--- src/source/apu_reg_pkg.sv ---
`default_nettype none

package apu_reg_pkg;

	// low byte of the sound register page
	typedef logic [7:0] addr_t;

	localparam addr_t NR30_ADDR = 8'h1A; // dac enable
	localparam addr_t NR31_ADDR = 8'h1B; // length load
	localparam addr_t NR32_ADDR = 8'h1C; // volume code
	localparam addr_t NR33_ADDR = 8'h1D; // frequency low
	localparam addr_t NR34_ADDR = 8'h1E; // trigger, length enable, frequency high
	localparam addr_t WAVE_BASE = 8'h30; // first wave RAM byte

	// bits that are 1 here always read back as 1
	localparam logic [7:0] NR30_RMASK = 8'h7F;
	localparam logic [7:0] NR31_RMASK = 8'hFF; // write only
	localparam logic [7:0] NR32_RMASK = 8'h9F;
	localparam logic [7:0] NR33_RMASK = 8'hFF; // write only
	localparam logic [7:0] NR34_RMASK = 8'hBF;

	typedef struct packed {
		logic        dac_en;   // NR30 bit 7
		logic [7:0]  len_load; // NR31
		logic [1:0]  vol_code; // NR32 bits 6:5
		logic [10:0] freq;     // NR34 bits 2:0 over NR33
		logic        len_en;   // NR34 bit 6
	} ch3_cfg_t;

endpackage

`default_nettype wire

--- src/source/ch3_pkg.sv ---
`default_nettype none

package ch3_pkg;

	// position width follows the default wave RAM size, two nibbles per byte
	localparam int WAVE_BYTES_DEF = 16;
	localparam int WAVE_POS_W     = $clog2(WAVE_BYTES_DEF * 2);

	typedef logic [3:0]            sample_t;
	typedef logic [WAVE_POS_W-1:0] wave_pos_t;
	typedef logic [1:0]            vol_code_t;

	typedef struct packed {
		logic step;    // advance one nibble
		logic trigger; // restart at position 0
	} ch3_step_t;

	typedef struct packed {
		sample_t sample;
		logic    active;
	} ch3_out_t;

endpackage

`default_nettype wire

--- src/source/ch3_freq_timer.sv ---
`timescale 1ns/1ps
`default_nettype none

module ch3_freq_timer #(
	parameter int FREQ_W = 11
) (
	input  logic                cery_2mhz,
	input  logic                rst_n,
	input  logic [FREQ_W-1:0]   freq,
	input  logic                trig,
	output ch3_pkg::ch3_step_t  timing
);

	import ch3_pkg::*;

	logic [FREQ_W-1:0] cnt;
	logic              overflow;
	logic              trig_q;

	assign overflow = (cnt == '1); // last count before wrap

	// counts up from freq, so the period is 2^FREQ_W - freq cycles
	always_ff @(posedge cery_2mhz) begin
		if (!rst_n) begin
			cnt    <= '0;
			trig_q <= 1'b0;
		end else begin
			trig_q <= trig; // lines the restart up behind the reload
			if (trig || overflow) begin
				cnt <= freq;
			end else begin
				cnt <= cnt + 1'b1;
			end
		end
	end

	assign timing.step    = overflow;
	assign timing.trigger = trig_q;

endmodule

`default_nettype wire

--- src/source/ch3_length.sv ---
`timescale 1ns/1ps
`default_nettype none

module ch3_length (
	input  logic                  cery_2mhz,
	input  logic                  rst_n,
	input  apu_reg_pkg::ch3_cfg_t cfg,
	input  logic                  trig,
	input  logic                  len_load_wr,
	input  logic                  len_tick,
	output logic                  active
);

	import apu_reg_pkg::*;

	logic [8:0] len_cnt; // 0..256

	always_ff @(posedge cery_2mhz) begin
		if (!rst_n) begin
			len_cnt <= '0;
		end else if (len_load_wr) begin
			len_cnt <= 9'd256 - {1'b0, cfg.len_load};
		end else if (trig && (len_cnt == 9'd0)) begin
			len_cnt <= 9'd256; // expired length restarts at full
		end else if (len_tick && cfg.len_en && (len_cnt != 9'd0)) begin
			len_cnt <= len_cnt - 1'b1;
		end
	end

	// dac off wins over a trigger in the same cycle
	always_ff @(posedge cery_2mhz) begin
		if (!rst_n) begin
			active <= 1'b0;
		end else if (!cfg.dac_en) begin
			active <= 1'b0;
		end else if (trig) begin
			active <= 1'b1;
		end else if (cfg.len_en && (len_cnt == 9'd0)) begin
			active <= 1'b0; // length ran out
		end
	end

endmodule

`default_nettype wire

--- src/source/ch3_regs.sv ---
`timescale 1ns/1ps
`default_nettype none

module ch3_regs (
	input  logic                  cery_2mhz,
	input  logic                  rst_n,
	input  apu_reg_pkg::addr_t    reg_addr,
	input  logic [7:0]            wr_data,
	input  logic                  wr,
	input  logic                  rd,
	output apu_reg_pkg::ch3_cfg_t cfg,
	output logic                  trig,
	output logic                  len_load_wr,
	output logic [7:0]            reg_rd_data
);

	import apu_reg_pkg::*;

	logic [7:0] rd_mux;

	// register writes, trigger and length load strobes
	always_ff @(posedge cery_2mhz) begin
		if (!rst_n) begin
			cfg         <= '0;
			trig        <= 1'b0;
			len_load_wr <= 1'b0;
		end else begin
			trig        <= wr && (reg_addr == NR34_ADDR) && wr_data[7]; // cycle after write
			len_load_wr <= wr && (reg_addr == NR31_ADDR); // cfg.len_load valid with it
			if (wr) begin
				case (reg_addr)
					NR30_ADDR: cfg.dac_en <= wr_data[7];
					NR31_ADDR: cfg.len_load <= wr_data;
					NR32_ADDR: cfg.vol_code <= wr_data[6:5];
					NR33_ADDR: cfg.freq[7:0] <= wr_data;
					NR34_ADDR: begin
						cfg.len_en     <= wr_data[6];
						cfg.freq[10:8] <= wr_data[2:0]; // bit 7 is not stored
					end
					default: ;
				endcase
			end
		end
	end

	// readback, unused and write-only bits read as 1
	always_comb begin
		case (reg_addr)
			NR30_ADDR: rd_mux = {cfg.dac_en, 7'd0} | NR30_RMASK;
			NR31_ADDR: rd_mux = cfg.len_load | NR31_RMASK;
			NR32_ADDR: rd_mux = {1'b0, cfg.vol_code, 5'd0} | NR32_RMASK;
			NR33_ADDR: rd_mux = cfg.freq[7:0] | NR33_RMASK;
			NR34_ADDR: rd_mux = {1'b0, cfg.len_en, 3'd0, cfg.freq[10:8]} | NR34_RMASK;
			default:   rd_mux = 8'hFF;
		endcase
	end

	always_ff @(posedge cery_2mhz) begin
		if (!rst_n) begin
			reg_rd_data <= '0;
		end else if (rd) begin
			reg_rd_data <= rd_mux; // held until next rd
		end
	end

endmodule

`default_nettype wire

--- src/source/ch3_top.sv ---
`timescale 1ns/1ps
`default_nettype none

module ch3_top #(
	parameter int unsigned WAVE_BYTES = 16,
	parameter int          FREQ_W     = 11
) (
	input  logic               cery_2mhz,
	input  logic               rst_n,
	input  apu_reg_pkg::addr_t reg_addr,
	input  logic [7:0]         wr_data,
	input  logic               wr,
	input  logic               rd,
	input  logic               len_tick,
	output logic [7:0]         rd_data,
	output ch3_pkg::ch3_out_t  ch_out
);

	import apu_reg_pkg::*;
	import ch3_pkg::*;

	localparam addr_t      WAVE_LAST = addr_t'(WAVE_BASE + WAVE_BYTES - 1);
	localparam logic [1:0] SEL_REGS  = 2'd0;
	localparam logic [1:0] SEL_WAVE  = 2'd1;
	localparam logic [1:0] SEL_NONE  = 2'd2;

	ch3_cfg_t   cfg;
	logic       trig;
	logic       len_load_wr;
	logic       active;
	ch3_step_t  timing;
	logic [7:0] reg_rd_data;
	logic [7:0] wave_rd_data;
	logic [1:0] rd_sel;

	ch3_regs regs0 (.cery_2mhz, .rst_n, .reg_addr, .wr_data, .wr, .rd,
		.cfg, .trig, .len_load_wr, .reg_rd_data);

	ch3_freq_timer #(.FREQ_W(FREQ_W)) timer0 (.cery_2mhz, .rst_n,
		.freq(cfg.freq), .trig, .timing);

	ch3_length length0 (.cery_2mhz, .rst_n, .cfg, .trig, .len_load_wr, .len_tick, .active);

	ch3_wave_out #(.WAVE_BYTES(WAVE_BYTES)) wave0 (.cery_2mhz, .rst_n, .reg_addr, .wr_data,
		.wr, .rd, .timing, .active, .vol_code(cfg.vol_code), .wave_rd_data, .ch_out);

	// source select captured with the read, both data sources are registered on rd too
	always_ff @(posedge cery_2mhz) begin
		if (!rst_n) begin
			rd_sel <= SEL_REGS;
		end else if (rd) begin
			if ((reg_addr >= NR30_ADDR) && (reg_addr <= NR34_ADDR)) rd_sel <= SEL_REGS;
			else if ((reg_addr >= WAVE_BASE) && (reg_addr <= WAVE_LAST)) rd_sel <= SEL_WAVE;
			else rd_sel <= SEL_NONE;
		end
	end

	always_comb begin
		case (rd_sel)
			SEL_REGS: rd_data = reg_rd_data;
			SEL_WAVE: rd_data = wave_rd_data;
			default:  rd_data = 8'hFF; // unmapped
		endcase
	end

endmodule

`default_nettype wire

--- src/source/ch3_wave_out.sv ---
`timescale 1ns/1ps
`default_nettype none

module ch3_wave_out #(
	parameter int unsigned WAVE_BYTES = 16
) (
	input  logic               cery_2mhz,
	input  logic               rst_n,
	input  apu_reg_pkg::addr_t reg_addr,
	input  logic [7:0]         wr_data,
	input  logic               wr,
	input  logic               rd,
	input  ch3_pkg::ch3_step_t timing,
	input  logic               active,
	input  ch3_pkg::vol_code_t vol_code,
	output logic [7:0]         wave_rd_data,
	output ch3_pkg::ch3_out_t  ch_out
);

	import apu_reg_pkg::*;
	import ch3_pkg::*;

	localparam int    IDX_W     = $clog2(WAVE_BYTES);
	localparam addr_t WAVE_LAST = addr_t'(WAVE_BASE + WAVE_BYTES - 1);

	logic [7:0]       wave_ram [WAVE_BYTES];
	logic             wave_hit;
	logic [IDX_W-1:0] bus_idx;
	logic [IDX_W-1:0] play_idx;
	wave_pos_t        pos;
	logic [7:0]       play_byte;
	sample_t          nibble;
	sample_t          shifted;

	assign wave_hit = (reg_addr >= WAVE_BASE) && (reg_addr <= WAVE_LAST);
	assign bus_idx  = IDX_W'(reg_addr - WAVE_BASE);

	always_ff @(posedge cery_2mhz) begin
		if (wr && wave_hit) begin
			wave_ram[bus_idx] <= wr_data;
		end
	end

	always_ff @(posedge cery_2mhz) begin
		if (!rst_n) begin
			wave_rd_data <= '0;
		end else if (rd) begin
			wave_rd_data <= wave_ram[bus_idx]; // top ignores it outside the range
		end
	end

	// nibble position, trigger has priority over step
	always_ff @(posedge cery_2mhz) begin
		if (!rst_n) begin
			pos <= '0;
		end else if (timing.trigger) begin
			pos <= '0;
		end else if (timing.step) begin
			pos <= pos + 1'b1; // wraps after the last nibble
		end
	end

	assign play_idx  = IDX_W'(pos >> 1);
	assign play_byte = wave_ram[play_idx];
	assign nibble    = pos[0] ? play_byte[3:0] : play_byte[7:4]; // high nibble first

	always_comb begin
		case (vol_code)
			2'd0:    shifted = '0; // mute
			2'd1:    shifted = nibble;
			2'd2:    shifted = nibble >> 1;
			default: shifted = nibble >> 2;
		endcase
	end

	always_ff @(posedge cery_2mhz) begin
		if (!rst_n) begin
			ch_out <= '0;
		end else begin
			ch_out.sample <= active ? shifted : '0;
			ch_out.active <= active;
		end
	end

endmodule

`default_nettype wire
--- config.mk ---
export PLATFORM = sky130hd
export DESIGN_NAME = ch3_top
export DESIGN_NICKNAME = d
export VERILOG_FILES = /design/src/source/apu_reg_pkg.sv /design/src/source/ch3_pkg.sv /design/src/source/ch3_freq_timer.sv /design/src/source/ch3_length.sv /design/src/source/ch3_regs.sv /design/src/source/ch3_top.sv /design/src/source/ch3_wave_out.sv
export SDC_FILE = /design/constraint.sdc
export NUM_CORES = 1
export LEC_CHECK = 0
export BUFFER_PORTS_ARGS = -buffer_cell sky130_fd_sc_hd__clkbuf_2
export CAP_MARGIN = 10
export CORE_MARGIN = 4
export CORE_UTILIZATION = 50
export DETAILED_ROUTE_END_ITERATION = 7
export GPL_TIMING_DRIVEN = 1
export PLACE_DENSITY = 0.66
export SYNTH_ARGS = -nofsm -noshare
export SYNTH_HDL_FRONTEND = slang
export SYNTH_SLANG_ARGS = --single-unit
--- constraint.sdc ---
create_clock -name cery_2mhz -period 2.9 [get_ports cery_2mhz]
set_clock_uncertainty 0.2 [all_clocks]
set_input_delay 0.725 -clock cery_2mhz [delete_from_list [all_inputs] [get_ports cery_2mhz]]
set_output_delay 0.725 -clock cery_2mhz [all_outputs]
set_load 0.1 [all_outputs]
# ---- After elaboration in Yosys (flattened, before gate mapping)
# Memory sizes are Yosys's and may differ from the RTL's. A register that Yosys moved wholly into a read port is not among the register bits.
# Cells that the tools add are included.
dict set report word_totals {
  reg_bits 67
  latch_bits 0
  ramBits 128
  mem_bits_ro 0
  in_bits 21
  out_inout_bits 13
  wordCells 79
  mem_count 1
}
# name words word_bits rd rd_ports_with_merged_regs write_ports line_no
set memory_table {}
lappend memory_table {wave0.wave_ram 16 8 2 2 1 ch3_wave_out.sv:26} ;# logic [7:0] wave_ram [WAVE_BYTES];
dict set report op_classes {
  add_sub_neg 5
  multipliers 0
  div_mod_pow 0
  magnitude_cmp 4
  eq_ne 9
  shifts 0
  mux 16
  n_bitwise 1
  n_reduce_logical 26
}
# cell n
set ops {}
lappend ops {{$eq 8x5->1 const B} 5}
lappend ops {{$mux 9} 3}
lappend ops {{$pmux 8 s3} 1}
lappend ops {{$pmux 8 s2} 1}
lappend ops {{$reduce_and 2->1} 7}
lappend ops {{$mux 4} 3}
lappend ops {{$pmux 4 s3} 1}
lappend ops {{$add 11x1->11 const B} 1}
lappend ops {{$eq 11x11->1 const B} 1}
lappend ops {{$mux 11} 1}
lappend ops {{$logic_and 1x1->1} 10}
lappend ops {{$logic_not 9->1} 1}
lappend ops {{$reduce_bool 9->1} 1}
lappend ops {{$sub 9x1->9 const B} 1}
lappend ops {{$sub 9x8->9 const A} 1}
lappend ops {{$ge 8x5->1 const B} 1}
lappend ops {{$ge 8x6->1 const B} 1}
lappend ops {{$le 8x5->1 const B} 1}
lappend ops {{$le 8x6->1 const B} 1}
lappend ops {{$add 5x1->5 const B} 1}
lappend ops {{$eq 2x1->1 const B} 2}
lappend ops {{$logic_not 2->1} 2}
lappend ops {{$mux 1} 4}
lappend ops {{$mux 2} 2}
lappend ops {{other kinds (8)} 8}

# ---- Logic depth before layout (Yosys ltp)
dict set report logic_depth {
  word_depth 5
  mapped_depth 8
  mapped_depth_nobuf 7
}

# ---- Hierarchy
# From an unflattened synthesis, not the netlist that was laid out.
dict set report unflattened {
  cells_unflattened 646
  area_unflattened_um2 9519.1
}
# module n_inst cells_per_inst area_per_inst_um2 seq_area_each_um2
set modules_own_cells {}
lappend modules_own_cells {ch3_wave_out 1 323 6650.1 4284.1}
lappend modules_own_cells {ch3_regs 1 123 1202.4 580.6}
lappend modules_own_cells {ch3_length 1 102 777.0 200.2}
lappend modules_own_cells {ch3_freq_timer 1 69 655.6 240.2}
lappend modules_own_cells {ch3_top 1 29 234.0 40.0}

# ---- Worst setup path before layout
# No wires, ideal clock.
dict set report synth_timing {
  kind {input to register}
  startpoint {in reg_addr[0]}
  endpoint {reg wave0.wave_rd_data[4] (read register of wave0.wave_ram)}
  setup_ns 0.128
  arrival_time_ns 2.476
  t_required_ns 2.572
  path_slack_ns 0.097
  cell_stages 6
  path_buffers 2
  cell_sequence {buf_2 > buf_2 > mux4_2 > mux4_2 > mux2i_1 > nor2_1}
}
dict set report synth_between {
  elab_chain_cells 1
}
# item line_no
set synth_rtl {}
lappend synth_rtl {{start: declaration} ch3_top.sv:10} ;# input apu_reg_pkg::addr_t reg_addr,
lappend synth_rtl {{$sub 4x1->4} ch3_wave_out.sv:36} ;# assign bus_idx = IDX_W'(reg_addr - WAVE_BASE);
lappend synth_rtl {{end: declaration} ch3_wave_out.sv:16} ;# output logic [7:0] wave_rd_data,
# No other way between the ends.
# A chain may end at the register's enable or synchronous reset.

# ---- Worst setup path in the final report
dict set report layout_timing {
  startpoint {reg rd_sel[0]}
  endpoint {out rd_data[3]}
}
dict set report layout_between {
  elab_chain_cells 2
  word_cells_on_any_way 3
  classes_between {eq/ne: 1; mux: 1; reduce/logical: 1}
}
# item line_no
set layout_rtl {}
lappend layout_rtl {{start: declaration} ch3_top.sv:34} ;# logic [1:0] rd_sel;
lappend layout_rtl {{start signal: assignment} ch3_top.sv:50} ;# rd_sel <= SEL_REGS;
lappend layout_rtl {{start signal: assignment} ch3_top.sv:52} ;# if ((reg_addr >= NR30_ADDR) && (reg_addr <= NR34_ADDR)) rd_sel <= SEL_REGS;
lappend layout_rtl {{start signal: assignment} ch3_top.sv:53} ;# else if ((reg_addr >= WAVE_BASE) && (reg_addr <= WAVE_LAST)) rd_sel <= SEL_WAVE;
lappend layout_rtl {{$eq 2x1->1 / $logic_not 2->1 (equally long branches)} ch3_top.sv:59} ;# case (rd_sel)
lappend layout_rtl {{$pmux 8 s2 (*)} ch3_top.sv:59}
lappend layout_rtl {{end: declaration} ch3_top.sv:15} ;# output logic [7:0] rd_data,
# Every way passes the cells marked *; elsewhere a longest branch is shown, timed or not.

==> run summary <==
The run finished with clean final reports. The average detailed-routed wire length per instance is 24.5 microns. Of all cell types, the one taking the most synthesized area is sky130_fd_sc_hd__edfxtp_1. The detailed-router iteration count before antenna repair came out at 5. Synthesis produced 619 cells.

The number of max-cap violations came out at 0. The overall die area is 20600 sq um. The final worst-path cycle share is 0.960. The startpoint type of the worst setup path is a register. The delay contributed by the slowest stage of the critical path came out at 0.53 ns. The first-pass GRT wire length came out at 35400 microns.

STA classifies the critical path endpoint as a primary output. The wire length reported by the detailed router came out at 22900 microns. For this run, the post-layout net count is 715. The share of async-settable or async-resettable flops after synthesis came out at 0.

The share of the Yosys chip area taken by registers is 0.582. The post-CTS setup buffer count came out at 0. The largest fanout on the critical path is 11. The combined area of all synthesized cells came out at 9190 sq um. For this run, design rule violations remaining after detail routing come to 0.

The routability-driven placement congestion ratio came out at 0.883. The total overflow left after global routing is 0. In this run the critical register-to-register path is launched from length0.len_cnt[0]. The worst-case IR drop observed on VDD is 0.551 mV. Ranked by instance count, the synthesized netlist is headed by sky130_fd_sc_hd__edfxtp_1 (128), sky130_fd_sc_hd__mux4_2 (79), sky130_fd_sc_hd__nor2_1 (76). Broken down by cell family, the worst path's largest delay share belongs to flip-flops. The routed via count is 5808. The clock transition at the register clock pins on the worst setup and hold paths after CTS is 0.06 ns. The number of filler cells placed in the layout is 1426.

The number of nets in the synthesized netlist is 644. Dividing total power by cell area gives a power density of 588 nW/um^2. The later-pin clock latency in the skew report is 0.50 ns. The launch instance of the worst min-delay path is regs0.cfg[22].

Yosys instantiated no cell more often than sky130_fd_sc_hd__edfxtp_1. The worst relative slew slack came out at 0.555. The maximum number of pins on one net before global-route repair is 42. For this run, the total global-route usage over all layers was measured as 0.230. The detail-routed via count per cell is 6.21.

Setup repair after global routing left no endpoint under its margin. The wire-length estimate of the detail-placed layout is 15900 microns. The setup slack of the worst register-to-register path came out at 0.31 ns. The number of setup violations in the final report came out at 0. The number of CTS-inserted buffers came out at 22. The number of warnings printed during yosys synthesis is 0. The count of distinct cell types in the synthesized netlist came out at 50. The overall power after layout came out at 6.29 mW.

The number of antenna violations at the first check in global routing came to 0. The x dimension of the die came out at 144 microns. The share of cells above drive strength 1 came out at 0.299. The cell count of the worst reg-to-reg path is 7. Gates resized during post-CTS repair numbered 5. The area of the multi-input gates is 3640 sq um. At the pin with the least slew margin, the transition time is 0.666 ns. The first routing iteration left 481 violations. The final antenna diode count came out at 0. TritonCTS built the clock tree.

By area the synthesized netlist is led by sky130_fd_sc_hd__edfxtp_1 (42%), sky130_fd_sc_hd__mux4_2 (19%), sky130_fd_sc_hd__dfxtp_1 (16%). The remaining number of nets flagged by the antenna check after routing is 0. In this run the vertical extent of the chip is 144 microns. Timing would allow up to 0.359 GHz. The synthesized area per cell is 14.8 sq um. The final count of pins violating max slew came out at 0. The worst hold path terminates at length0.active. The dominant register cell in the synthesized netlist is sky130_fd_sc_hd__edfxtp_1. The signal on the critical path passes through inv_1 -> a21oi_2 -> nand2_1 -> clkbuf_4. The footprint of the flip-flops and latches is 5350 sq um. The number of flops mapped to enable cells by yosys is 128. The placeable core area came out at 18000 sq um. The via count of the first global-routing pass is 5999. The maximum level of the CTS H-tree came out at 1. In this run the clock root is driven by a sky130_fd_sc_hd__clkbuf_16.

The synthesis-to-finish area growth is 16.4%. For the finished layout, the period the worst path requires is 2.78 ns. Port buffering added 33 buffers. The type of the setup path with the least slack is register to primary output. The path class of the tightest hold or removal check is register to register. In this run the critical register-to-register path is captured at length0.len_cnt[4].

The leakage component of the power is 3.85 nW. The maximum count of clock buffers along a single path came out at 3. The final sum of negative setup slack came out at 0 ns. The cell count of the worst hold path is 2. The tree built by TritonCTS fans out to 203 sinks.

The synthesized flop and latch total came out at 203. The final-report hold violation count is 0. The slowest stage cell on the critical path is sky130_fd_sc_hd__dfxtp_1. The number of buffers added to fix hold violations after cts is 0. STA puts the critical path data required time at 1.98 ns. The sum of buffers and inverters on the critical path came out at 2. The site row count came out at 49. The number of I/O pins came out at 34. The area fraction of the dominant cell type after synthesis is 0.418. The arrival time at the worst endpoint came out at 1.86 ns. For this configuration, the core starts out at a cell density of 0.510.
[metrics by stage]
step,hold WS (ns),util,setup WS (ns),std cells,area [sq um]
2_1_floorplan,0.235,-,0.0965,619,9190
3_3_place_gp,0.249,0.550,0.172,894,9920
3_5_place_dp,0.270,0.550,0.188,894,9920
4_1_cts,0.272,0.593,0.0285,934,10700
5_1_grt,0.287,0.594,0.00401,935,10700
6_report,0.268,0.594,0.117,935,10700
[placed cells by master, fill, tap and decap left out, types with 5 or more instances in the layout]
cell type                   count
sky130_fd_sc_hd__nand2_1       26
sky130_fd_sc_hd__nand2b_1       7
sky130_fd_sc_hd__a211oi_1      10
sky130_fd_sc_hd__o21ai_0        8
sky130_fd_sc_hd__and3_1         5
sky130_fd_sc_hd__nor2_1        76
sky130_fd_sc_hd__xnor2_1        5
sky130_fd_sc_hd__mux4_2        79
sky130_fd_sc_hd__edfxtp_1     128
sky130_fd_sc_hd__and2_1         7
sky130_fd_sc_hd__and4_1         6
sky130_fd_sc_hd__mux2i_1       39
sky130_fd_sc_hd__buf_12         5
sky130_fd_sc_hd__clkbuf_16     25
sky130_fd_sc_hd__nor3_1         9
sky130_fd_sc_hd__inv_1          9
sky130_fd_sc_hd__clkbuf_2      28
sky130_fd_sc_hd__a31oi_1        6
sky130_fd_sc_hd__a41oi_1        5
sky130_fd_sc_hd__a21oi_1        6
sky130_fd_sc_hd__clkbuf_4       5
sky130_fd_sc_hd__buf_4         47
sky130_fd_sc_hd__nand3_1       12
sky130_fd_sc_hd__dfxtp_1       74
sky130_fd_sc_hd__xor2_1         9
[report_power, final]
| part | internal [mW] | leakage [nW] | switching (mW) |
|---|---|---|---|
| clock network | 1.71 | 0.369 | 1.12 |
| registers | 3.09 | 1.76 | 0.0219 |
| logic | 0.121 | 1.72 | 0.234 |
[kinds of logic (layout without fill, tap and decap cells)]
family | after synthesis | count (layout) | synth area share
xor+xnor | 14 | 14 | 0.0133
fa+ha+maj | 4 | 4 | 0.00545
simple gates | 167 | 167 | 0.0863
buf+inv | 48 | 135 | 0.0225
mux | 119 | 119 | 0.237
compound gates | 64 | 64 | 0.0534
flops | 203 | 203 | 0.582
[layer usage]
layer  vias up  global-route usage  wire length [microns]
li1       2581                   -                      -
met1      2984               0.302                   9200
met2       201               0.399                  11700
met3        42              0.0373                   1240
met4         0              0.0659                    712
met5         -                   0                      0
[state kept, by name (all words and copies together) (netlist names), named ones only]
name                count
length0.active          1
wave0.ch_out            5
rd_sel                  2
length0.len_cnt         9
regs0.trig              1
regs0.reg_rd_data       4
regs0.cfg              23
wave0.wave_ram        128
timer0.cnt             11
timer0.trig_q           1
wave0.wave_rd_data      8
wave0.pos               5
regs0.len_load_wr       1
[worst max-delay path by stage]
| stage | from | to | slack (ns) | cells past startpoint |
|---|---|---|---|---|
| after floorplan | reg_addr[0] | wave0.wave_rd_data[4] | 0.1 | 6 |
| after global placement | reg_addr[4] | wave0.wave_ram[3][1] | 0.17 | 6 |
| after detailed placement | reg_addr[4] | wave0.wave_ram[3][0] | 0.19 | 6 |
| after CTS | rd_sel[0] | rd_data[3] | 0.03 | 4 |
| after global routing | rd_sel[0] | rd_data[3] | 0.004 | 4 |
| final | rd_sel[0] | rd_data[3] | 0.12 | 4 |
[worst reg2reg max path, stage by stage (launching register included)]
cell                       delay, ns
sky130_fd_sc_hd__dfxtp_1        0.32
sky130_fd_sc_hd__inv_1          0.08
sky130_fd_sc_hd__ha_1           0.19
sky130_fd_sc_hd__nor3b_2        0.45
sky130_fd_sc_hd__a41oi_1        0.25
sky130_fd_sc_hd__a211oi_2       0.61
sky130_fd_sc_hd__nor2_1         0.13
sky130_fd_sc_hd__o221a_2        0.26
[final cells by class]
| class | instances | share of cell area |
|---|---|---|
| Tap cell | 229 | 0.0268 |
| Clock inverter | 9 | 0.00760 |
| Inverter | 9 | 0.00316 |
| Timing Repair Buffer | 86 | 0.0600 |
| Sequential cell | 203 | 0.500 |
| Clock buffer | 31 | 0.0624 |
| Multi-Input combinational cell | 368 | 0.340 |
Note: power is estimated with default switching activity, not from simulation.
